File: src/hisPkg.sv
package hisPkg;

    // default geometry of the histogram builder
    // the top level passes these down as module parameters
    parameter int binW = 4;
    parameter int fineShift = 2;
    // a code is one coarse bin index plus the fine bits below it
    parameter int dataW = binW + fineShift;
    parameter int countW = 8;
    parameter int pixW = 2;

    // samples per pixel, acquisitions per pass
    parameter int sampleNum = 3;
    parameter int acqNum = 2;

    // pass sequence, one way only until reset
    typedef enum logic [1:0] {
        coarsePass,
        settle,
        finePass,
        done
    } passState;

    // raw sample code
    typedef logic [dataW-1:0] code_t;
    // histogram bin index
    typedef logic [binW-1:0] bin_t;
    // hits in one bin
    typedef logic [countW-1:0] count_t;
    // pixel index
    typedef logic [pixW-1:0] pixel_t;

endpackage

File: src/hisIfs.sv
`timescale 1ns/1ns

// per-sample control from the sequencer
interface hisStepIf;
    // accepted sample, one cycle
    logic step;
    // pixel the current sample belongs to
    hisPkg::pixel_t pixel;
    // level, high for the whole fine pass
    logic fine;
    // pass change, drops all valid bits and peak maxima
    logic clear;
    // start of the window base load
    logic loadWin;

    modport driver (
        output step,
        output pixel,
        output fine,
        output clear,
        output loadWin
    );

    modport sink (
        input step,
        input pixel,
        input fine,
        input clear,
        input loadWin
    );
endinterface

// registered bin update, memory to peak tracker
interface hisUpdateIf;
    logic upd;
    hisPkg::pixel_t pixel;
    hisPkg::bin_t bin;
    // count after the increment
    hisPkg::count_t count;

    modport driver (output upd, output pixel, output bin, output count);
    modport sink (input upd, input pixel, input bin, input count);
endinterface

File: src/hisSequencer.sv
`timescale 1ns/1ns

module hisSequencer #(
    parameter int sampleNum = hisPkg::sampleNum,
    parameter int pixW = hisPkg::pixW,
    parameter int acqNum = hisPkg::acqNum
) (
    input logic clk,
    input logic combin_res,
    input logic wrEn,
    output logic ready,
    output logic done,
    hisStepIf.driver stepIf
);

    localparam int pixNum = 1 << pixW;
    localparam int sampleCntW = $clog2(sampleNum + 1);
    localparam int acqCntW = $clog2(acqNum + 1);
    // settle cycles between the passes
    localparam int settleLen = 3;

    hisPkg::passState state;
    logic [sampleCntW-1:0] sampleCnt;
    hisPkg::pixel_t pixelCnt;
    logic [acqCntW-1:0] acqCnt;
    logic [1:0] settleCnt;

    logic sampleLast;
    logic pixelLast;
    logic acqLast;
    logic passLast;

    // counter carries
    assign sampleLast = sampleCnt == sampleCntW'(sampleNum - 1);
    assign pixelLast = pixelCnt == pixW'(pixNum - 1);
    assign acqLast = acqCnt == acqCntW'(acqNum - 1);
    // last sample of the last pixel of the last acquisition
    assign passLast = sampleLast && pixelLast && acqLast;

    // only the two counting passes take samples
    assign ready = (state == hisPkg::coarsePass) || (state == hisPkg::finePass);
    assign done = state == hisPkg::done;

    assign stepIf.step = wrEn && ready;
    assign stepIf.pixel = pixelCnt;
    assign stepIf.fine = state == hisPkg::finePass;
    // coarse peaks are final by the second settle cycle
    assign stepIf.loadWin = (state == hisPkg::settle) && (settleCnt == 2'd1);
    assign stepIf.clear = (state == hisPkg::settle) && (settleCnt == 2'd2);

    // sample, pixel and acquisition each wrap on their own carry
    always_ff @(posedge clk or negedge combin_res) begin
        if (!combin_res) begin
            sampleCnt <= '0;
            pixelCnt <= '0;
            acqCnt <= '0;
        end else if (stepIf.step) begin
            if (!sampleLast) begin
                sampleCnt <= sampleCnt + 1'b1;
            end else begin
                sampleCnt <= '0;
                pixelCnt <= pixelCnt + 1'b1;
                if (pixelLast) begin
                    acqCnt <= acqLast ? '0 : acqCnt + 1'b1;
                end
            end
        end
    end

    // pass FSM
    always_ff @(posedge clk or negedge combin_res) begin
        if (!combin_res) begin
            state <= hisPkg::coarsePass;
            settleCnt <= '0;
        end else begin
            case (state)
                hisPkg::coarsePass: begin
                    if (stepIf.step && passLast) begin
                        state <= hisPkg::settle;
                    end
                end
                hisPkg::settle: begin
                    if (settleCnt == 2'(settleLen - 1)) begin
                        settleCnt <= '0;
                        state <= hisPkg::finePass;
                    end else begin
                        settleCnt <= settleCnt + 1'b1;
                    end
                end
                hisPkg::finePass: begin
                    if (stepIf.step && passLast) begin
                        state <= hisPkg::done;
                    end
                end
                // done holds until reset
                default: state <= state;
            endcase
        end
    end

    // fine pass starts again from the first sample of pixel 0
    countersWrapAtSettle: assert property (@(posedge clk) disable iff (!combin_res)
        state == hisPkg::settle |-> sampleCnt == '0 && pixelCnt == '0 && acqCnt == '0);

endmodule

File: src/hisBinMapper.sv
`timescale 1ns/1ns

module hisBinMapper #(
    parameter int binW = hisPkg::binW,
    parameter int fineShift = hisPkg::fineShift,
    parameter int pixW = hisPkg::pixW
) (
    input logic clk,
    input logic combin_res,
    input hisPkg::code_t data,
    hisStepIf.sink stepIf,
    input hisPkg::pixel_t peakPixel,
    // tracker peak bin at selPixel
    input hisPkg::bin_t winPeak,
    output hisPkg::bin_t bin,
    output hisPkg::code_t windowBase,
    output hisPkg::pixel_t selPixel
);

    localparam int dataW = binW + fineShift;
    localparam int binNum = 1 << binW;
    localparam int pixNum = 1 << pixW;
    // highest base that still keeps the window inside the code range
    localparam int baseMax = (1 << dataW) - binNum;
    localparam int halfCoarse = (1 << fineShift) / 2;

    hisPkg::code_t winBase [pixNum];
    logic loading;
    hisPkg::pixel_t loadIdx;
    logic signed [dataW+1:0] rawBase;
    hisPkg::code_t newBase;
    hisPkg::code_t pixBase;
    hisPkg::code_t offset;

    // load index drives the tracker select, else the readout pixel
    assign selPixel = (stepIf.loadWin || loading) ? loadIdx : peakPixel;
    assign windowBase = winBase[peakPixel];

    // centre the window on the middle of the coarse peak bin
    always_comb begin
        rawBase = ((dataW + 2)'(winPeak) << fineShift) + (dataW + 2)'(halfCoarse)
            - (dataW + 2)'(binNum / 2);
        if (rawBase < 0) begin
            newBase = '0;
        end else if (rawBase > baseMax) begin
            newBase = dataW'(baseMax);
        end else begin
            newBase = dataW'(rawBase);
        end
    end

    // code to bin
    always_comb begin
        pixBase = winBase[stepIf.pixel];
        offset = data - pixBase;
        if (!stepIf.fine) begin
            bin = binW'(data >> fineShift);
        end else if (data < pixBase) begin
            // below the window
            bin = '0;
        end else if (offset >= dataW'(binNum)) begin
            // past the window
            bin = '1;
        end else begin
            bin = binW'(offset);
        end
    end

    // one pixel per cycle, starting with pixel 0 on the loadWin pulse
    always_ff @(posedge clk or negedge combin_res) begin
        if (!combin_res) begin
            loading <= 1'b0;
            loadIdx <= '0;
            for (int p = 0; p < pixNum; p++) begin
                winBase[p] <= '0;
            end
        end else if (stepIf.loadWin || loading) begin
            winBase[loadIdx] <= newBase;
            loadIdx <= loadIdx + 1'b1;
            // index wraps back to 0 after the last pixel
            loading <= loadIdx != pixW'(pixNum - 1);
        end
    end

    // fine samples only reach pixels whose base is already loaded
    baseLoadedFirst: assert property (@(posedge clk) disable iff (!combin_res)
        loading && stepIf.step |-> stepIf.pixel < loadIdx);

endmodule

File: src/hisBinMemory.sv
`timescale 1ns/1ns

module hisBinMemory #(
    parameter int binW = hisPkg::binW,
    parameter int countW = hisPkg::countW,
    parameter int pixW = hisPkg::pixW
) (
    input logic clk,
    input logic combin_res,
    hisStepIf.sink stepIf,
    input hisPkg::bin_t bin,
    hisUpdateIf.driver updIf,
    output hisPkg::count_t binCount,
    output logic binCountValid
);

    localparam int depth = 1 << (pixW + binW);

    // counts with one row of bins per pixel
    hisPkg::count_t mem [depth];
    // entry holds a count of this pass
    logic [depth-1:0] valid;
    logic [pixW+binW-1:0] addr;
    hisPkg::count_t nextCount;
    hisPkg::pixel_t updPixel;
    hisPkg::bin_t updBin;

    assign addr = {stepIf.pixel, bin};
    // a stale entry counts as empty
    assign nextCount = valid[addr] ? mem[addr] + countW'(1) : countW'(1);

    always_ff @(posedge clk) begin
        if (stepIf.step) begin
            mem[addr] <= nextCount;
        end
    end

    // flash clear at the pass change
    always_ff @(posedge clk or negedge combin_res) begin
        if (!combin_res) begin
            valid <= '0;
        end else if (stepIf.clear) begin
            valid <= '0;
        end else if (stepIf.step) begin
            valid[addr] <= 1'b1;
        end
    end

    // update strobe
    always_ff @(posedge clk or negedge combin_res) begin
        if (!combin_res) begin
            binCountValid <= 1'b0;
        end else begin
            binCountValid <= stepIf.step;
        end
    end

    // new count with its position one cycle after the sample
    always_ff @(posedge clk) begin
        if (stepIf.step) begin
            binCount <= nextCount;
            updPixel <= stepIf.pixel;
            updBin <= bin;
        end
    end

    assign updIf.upd = binCountValid;
    assign updIf.count = binCount;
    assign updIf.pixel = updPixel;
    assign updIf.bin = updBin;

    // a bin count must not wrap within one pass
    noCountWrap: assert property (@(posedge clk) disable iff (!combin_res)
        stepIf.step && valid[addr] |-> mem[addr] != '1);

endmodule

File: src/hisPeakTracker.sv
`timescale 1ns/1ns

module hisPeakTracker #(
    parameter int pixW = hisPkg::pixW
) (
    input logic clk,
    input logic combin_res,
    hisUpdateIf.sink updIf,
    // clear only
    hisStepIf.sink stepIf,
    input hisPkg::pixel_t peakPixel,
    output hisPkg::bin_t peakBin,
    output hisPkg::count_t peakCount
);

    localparam int pixNum = 1 << pixW;

    // running maximum per pixel
    hisPkg::count_t maxCount [pixNum];
    // bin that first reached that maximum
    hisPkg::bin_t maxBin [pixNum];
    logic isHigher;

    // strictly greater, so ties keep the earlier bin
    assign isHigher = updIf.count > maxCount[updIf.pixel];

    always_ff @(posedge clk or negedge combin_res) begin
        if (!combin_res) begin
            for (int p = 0; p < pixNum; p++) begin
                maxCount[p] <= '0;
            end
        end else if (stepIf.clear) begin
            // restart tracking for the new pass
            for (int p = 0; p < pixNum; p++) begin
                maxCount[p] <= '0;
            end
        end else if (updIf.upd && isHigher) begin
            maxCount[updIf.pixel] <= updIf.count;
        end
    end

    // bins survive the clear
    // the window load still reads them while the fine pass starts
    // first fine hit of a pixel beats the zeroed maximum and replaces it
    always_ff @(posedge clk or negedge combin_res) begin
        if (!combin_res) begin
            for (int p = 0; p < pixNum; p++) begin
                maxBin[p] <= '0;
            end
        end else if (updIf.upd && isHigher && !stepIf.clear) begin
            maxBin[updIf.pixel] <= updIf.bin;
        end
    end

    // readout, also feeds the window base load
    assign peakBin = maxBin[peakPixel];
    assign peakCount = maxCount[peakPixel];

endmodule

File: src/hisBuilderTop.sv
`timescale 1ns/1ns

module hisBuilderTop #(
    parameter int binW = hisPkg::binW,
    parameter int fineShift = hisPkg::fineShift,
    parameter int countW = hisPkg::countW,
    parameter int pixW = hisPkg::pixW,
    parameter int sampleNum = hisPkg::sampleNum,
    parameter int acqNum = hisPkg::acqNum
) (
    input logic clk,
    input logic combin_res,
    input logic wrEn,
    input hisPkg::code_t data,
    input hisPkg::pixel_t peakPixel,
    output hisPkg::count_t binCount,
    output logic binCountValid,
    output logic fine,
    output logic ready,
    output logic done,
    output hisPkg::bin_t peakBin,
    output hisPkg::count_t peakCount,
    output hisPkg::code_t windowBase
);

    hisStepIf stepIf ();
    hisUpdateIf updIf ();

    // mapped bin of the current sample
    hisPkg::bin_t bin;
    // tracker select, load index or readout pixel
    hisPkg::pixel_t selPixel;

    assign fine = stepIf.fine;

    hisSequencer #(
        .sampleNum(sampleNum),
        .pixW(pixW),
        .acqNum(acqNum)
    ) sequencer_i (
        .clk(clk),
        .combin_res(combin_res),
        .wrEn(wrEn),
        .ready(ready),
        .done(done),
        .stepIf(stepIf.driver)
    );

    hisBinMapper #(
        .binW(binW),
        .fineShift(fineShift),
        .pixW(pixW)
    ) binMapper_i (
        .clk(clk),
        .combin_res(combin_res),
        .data(data),
        .stepIf(stepIf.sink),
        .peakPixel(peakPixel),
        .winPeak(peakBin),
        .bin(bin),
        .windowBase(windowBase),
        .selPixel(selPixel)
    );

    hisBinMemory #(
        .binW(binW),
        .countW(countW),
        .pixW(pixW)
    ) binMemory_i (
        .clk(clk),
        .combin_res(combin_res),
        .stepIf(stepIf.sink),
        .bin(bin),
        .updIf(updIf.driver),
        .binCount(binCount),
        .binCountValid(binCountValid)
    );

    hisPeakTracker #(
        .pixW(pixW)
    ) peakTracker_i (
        .clk(clk),
        .combin_res(combin_res),
        .updIf(updIf.sink),
        .stepIf(stepIf.sink),
        .peakPixel(selPixel),
        .peakBin(peakBin),
        .peakCount(peakCount)
    );

endmodule

File: config.mk
export PLATFORM = sky130hd
export DESIGN_NAME = hisBuilderTop
export DESIGN_NICKNAME = d
export VERILOG_FILES = /design/src/hisPkg.sv /design/src/hisIfs.sv /design/src/hisSequencer.sv /design/src/hisBinMapper.sv /design/src/hisBinMemory.sv /design/src/hisPeakTracker.sv /design/src/hisBuilderTop.sv
export SDC_FILE = /design/constraint.sdc
export NUM_CORES = 1
export LEC_CHECK = 0
export BUFFER_PORTS_ARGS = -buffer_cell sky130_fd_sc_hd__clkbuf_2
export CORE_MARGIN = 2
export CORE_UTILIZATION = 30
export CTS_BUF_LIST = sky130_fd_sc_hd__clkbuf_8
export DETAILED_ROUTE_END_ITERATION = 10
export PLACE_DENSITY = 0.52
export SLEW_MARGIN = 0
export SYNTH_ARGS = -nofsm -noshare
export SYNTH_HDL_FRONTEND = slang
export SYNTH_SLANG_ARGS = --single-unit
File: constraint.sdc
create_clock -name clk -period 8.1 [get_ports clk]
set_clock_uncertainty 0.05 [all_clocks]
set_input_delay 1.215 -clock clk [delete_from_list [all_inputs] [get_ports clk]]
set_output_delay 1.215 -clock clk [all_outputs]
set_load 0.02 [all_outputs]
==> flow_metrics.env <==
export IMPL_rrSetupSlack_ns=0.43
export IMPL_die_width_um=314
export IMPL_yosys_warnings=0
export IMPL_drt_first_pass_iters=6
export IMPL_clock_path_buffers=3
export IMPL_portBuffers=39
export IMPL_post_drt_wl_per_cell_um=28.6
export IMPL_met2_usage_pct=31.2
export IMPL_seq_area_um2=19400
export IMPL_clk_latency_ns=0.76
export IMPL_min_path_type="register to register"
export IMPL_r2r_end="binMemory_i.mem[13][7]$_DFFE_PP_"
export IMPL_grt_pass1_wl_mm=147
export IMPL_hold_start="sequencer_i.acqCnt[0]$_DFFE_PN0P_"
export IMPL_stdcell_count=3565
export IMPL_cts_resized_gates=0
export IMPL_gp_congestion=0.932
export IMPL_cts_inserted_buffers=112
export IMPL_finalNetCount=2242
export IMPL_max_cap_violations=0
export IMPL_yosysTopAreaCellShare_pct=54.7
export IMPL_gr_total_overflow=0
export IMPL_initial_core_util_pct=30.4
export IMPL_required_ns=8.39
export IMPL_max_clock_freq_mhz=130
export IMPL_die_y_um=314
export IMPL_worstSetupPathType="register to register"
export IMPL_dp_slack_ns=0.545
export IMPL_fin_tns_setup_ns=0
export IMPL_cp_end_kind="register"
export IMPL_slew_headroom_pct=11.6
export IMPL_hpwlAfterDp_mm=64.5
export IMPL_worst_slew_pin_slew_ns=1.32
export IMPL_grt_busiest_layer="met2"
export IMPL_root_buffer="clkbuf_8"
export IMPL_min_period_ns=7.67
export IMPL_synth_seq_cells=672
export IMPL_r2r_cells=15
export IMPL_syn_to_final_growth_pct=14.5
export IMPL_dieArea_um2=98800
export IMPL_syn_area_per_cell_um2=13.9
export IMPL_cts_tree="yes"
export IMPL_rsz0062_at_grt="false"
export IMPL_dpl_cell_count=3350
export IMPL_utilization_pct=34.8
export IMPL_synth_cells=2081
export IMPL_num_rows=113
export IMPL_gr_usage_met3_pct=4.13
export IMPL_post_cts_buffers=0
export IMPL_regToRegStartpoint="sequencer_i.stepIf.pixel[0]$_DFFE_PN0P_"
export IMPL_ctsHoldBuffers=0
export IMPL_worstPathMaxFanout=65
export IMPL_synth_edff_count=526
export IMPL_synthFlopType="edfxtp_1"
export IMPL_cts_max_level=3
export IMPL_hold_end="sequencer_i.acqCnt[0]$_DFFE_PN0P_"
export IMPL_first_iter_violations=2537
export IMPL_holdPathStages=1
export IMPL_yosys_area_top_type="edfxtp_1"
export IMPL_path_clk_slew_ns=0.06
export IMPL_yosys_top_cells_area="edfxtp_1 (55%), dfrtp_1 (13%), nor2_1 (3.3%), mux4_2 (2.5%), mux2_2 (2.2%)"
export IMPL_worst_setup_path_start_kind="register"
export IMPL_via_per_inst=5.70
export IMPL_fillers=9254
export IMPL_drive_gt1_share_pct=19.1
export IMPL_slew_viol_final=0
export IMPL_final_cell_mix="edfxtp_1 (526), nor2_1 (247), dfrtp_1 (146), clkbuf_8 (123), nand2_1 (106)"
export IMPL_setup_slack_ns=0.426
export IMPL_ant_nets=0
export IMPL_antenna_found_initial=2
export IMPL_layout_commonest_cell="edfxtp_1"
export IMPL_wirelength_mm=102
export IMPL_synth_nets=2124
export IMPL_setup_violations_final=0
export IMPL_finalCritPeriodShare_pct=94.7
export IMPL_cts_sinks=672
export IMPL_io_pins=41
export IMPL_arrival_ns=7.97
export IMPL_groute_usage_overall_pct=20.4
export IMPL_synth_cell_types=99
export IMPL_grt_start_max_net_pins=87
export IMPL_vias=20300
export IMPL_core_area_um2=95200
export IMPL_syn_area_um2=28900
export IMPL_hold_violations=0
export IMPL_multi_input_area_um2=8650
export IMPL_synth_async_reset_ratio_pct=21.7
export IMPL_drc=0
export IMPL_outcome="finished clean"
export IMPL_use_met1_pct=28.8
export IMPL_grt_pass1_vias=19800
export IMPL_ys_seq_area_share_pct=67.3
[layout make-up]
class,count,share of cell area (%)
multi-input cells,1223,26.1
clock inverters,91,1.41
clock buffers,123,5.12
repair buffers,136,3.11
flip-flops and latches,672,58.8
inverters,54,0.620
diodes,1,0.00757
well taps,1265,4.79
[stage by stage]
stage	area (um2)	hold slack [ns]
2_1_floorplan	28900	0.391
3_3_place_gp	30900	0.406
3_5_place_dp	30900	0.407
4_1_cts	33100	0.420
5_1_grt	33100	0.450
6_report	33100	0.414
[Yosys cell counts, types with 15 or more instances]
cell and count:
a31oi_1 24, nand2_1 108, buf_2 50, o22ai_1 39, buf_4 15, mux4_2 32
o221ai_1 41, nor3_1 29, a211oi_1 39, o21ai_0 78, nand3_1 64, dfrtp_1 146
a21oi_1 44, a221oi_1 19, and3_1 23, a22o_1 34, nor2_1 251, clkbuf_1 56
mux2i_1 35, ha_1 32, inv_1 49, mux2_2 56, edfxtp_1 526, nor4_1 20
[critical path: stages, from the launching register on]
cell	delay, ns
dfrtp_1	0.59
mux4_2	0.57
inv_1	0.11
ha_1	0.32
a211oi_1	0.31
a21o_1	0.23
mux2i_1	0.14
o21ai_2	0.82
nand3_1	0.89
o32ai_1	0.70
a211oi_1	0.20
a211oi_1	0.52
o32ai_1	0.21
and4bb_2	0.33
a31oi_1	0.19
a41o_2	0.98
[cells by family (layout without fill, tap and decap cells)]
logic type	after synthesis	in the layout	synth area share, %
flip-flops	672	672	67.3
AND/OR/NAND/NOR	560	560	9.02
AO/OA/AOI/OAI	498	498	13.0
buffers and inverters	186	404	3.06
multiplexers	125	125	5.97
adder cells (fa/ha/maj)	32	32	1.39
XOR/XNOR	7	7	0.212
other	1	2	0.0130
[worst max path at each step]
stage / slack [ns] / end / startpoint
finish: 0.43 / binMemory_i.mem[13][7]$_DFFE_PP_ / sequencer_i.stepIf.pixel[0]$_DFFE_PN0P_
global placement: 0.57 / binMemory_i.mem[41][6]$_DFFE_PP_ / data[2]
global route: 0.27 / binMemory_i.mem[13][7]$_DFFE_PP_ / sequencer_i.stepIf.pixel[0]$_DFFE_PN0P_
floorplan: 0.88 / binMemory_i.binCount[1]$_DFFE_PP_ / sequencer_i.stepIf.pixel[0]$_DFFE_PN0P_
CTS: 0.67 / binMemory_i.mem[56][6]$_DFFE_PP_ / sequencer_i.stepIf.pixel[0]$_DFFE_PN0P_
detailed placement: 0.54 / binMemory_i.mem[40][6]$_DFFE_PP_ / data[2]
[sequential cells by signal (all words and copies together) (netlist names), 2 cells and up]
signal                    cells
binMemory_i.binCount          8
sequencer_i.settleCnt         2
binMapper_i.loadIdx           2
sequencer_i.state             2
sequencer_i.stepIf.pixel      2
binMemory_i.mem             512
binMemory_i.updIf.bin         4
sequencer_i.acqCnt            2
binMemory_i.valid            64
peakTracker_i.maxCount       32
sequencer_i.sampleCnt         2
binMapper_i.winBase          20
peakTracker_i.maxBin         16
binMemory_i.updIf.pixel       2
[per-layer routing]
metal  routed length, um  share of wire [%]
met5                  13              0.013
met2               45900                 45
met3               10200                 10
met4                3530                3.5
met1               42500                 42
Power is left out: the tool's default activity adds up to more than one toggle a clock period on the data nets, which glitch-free logic cannot reach.
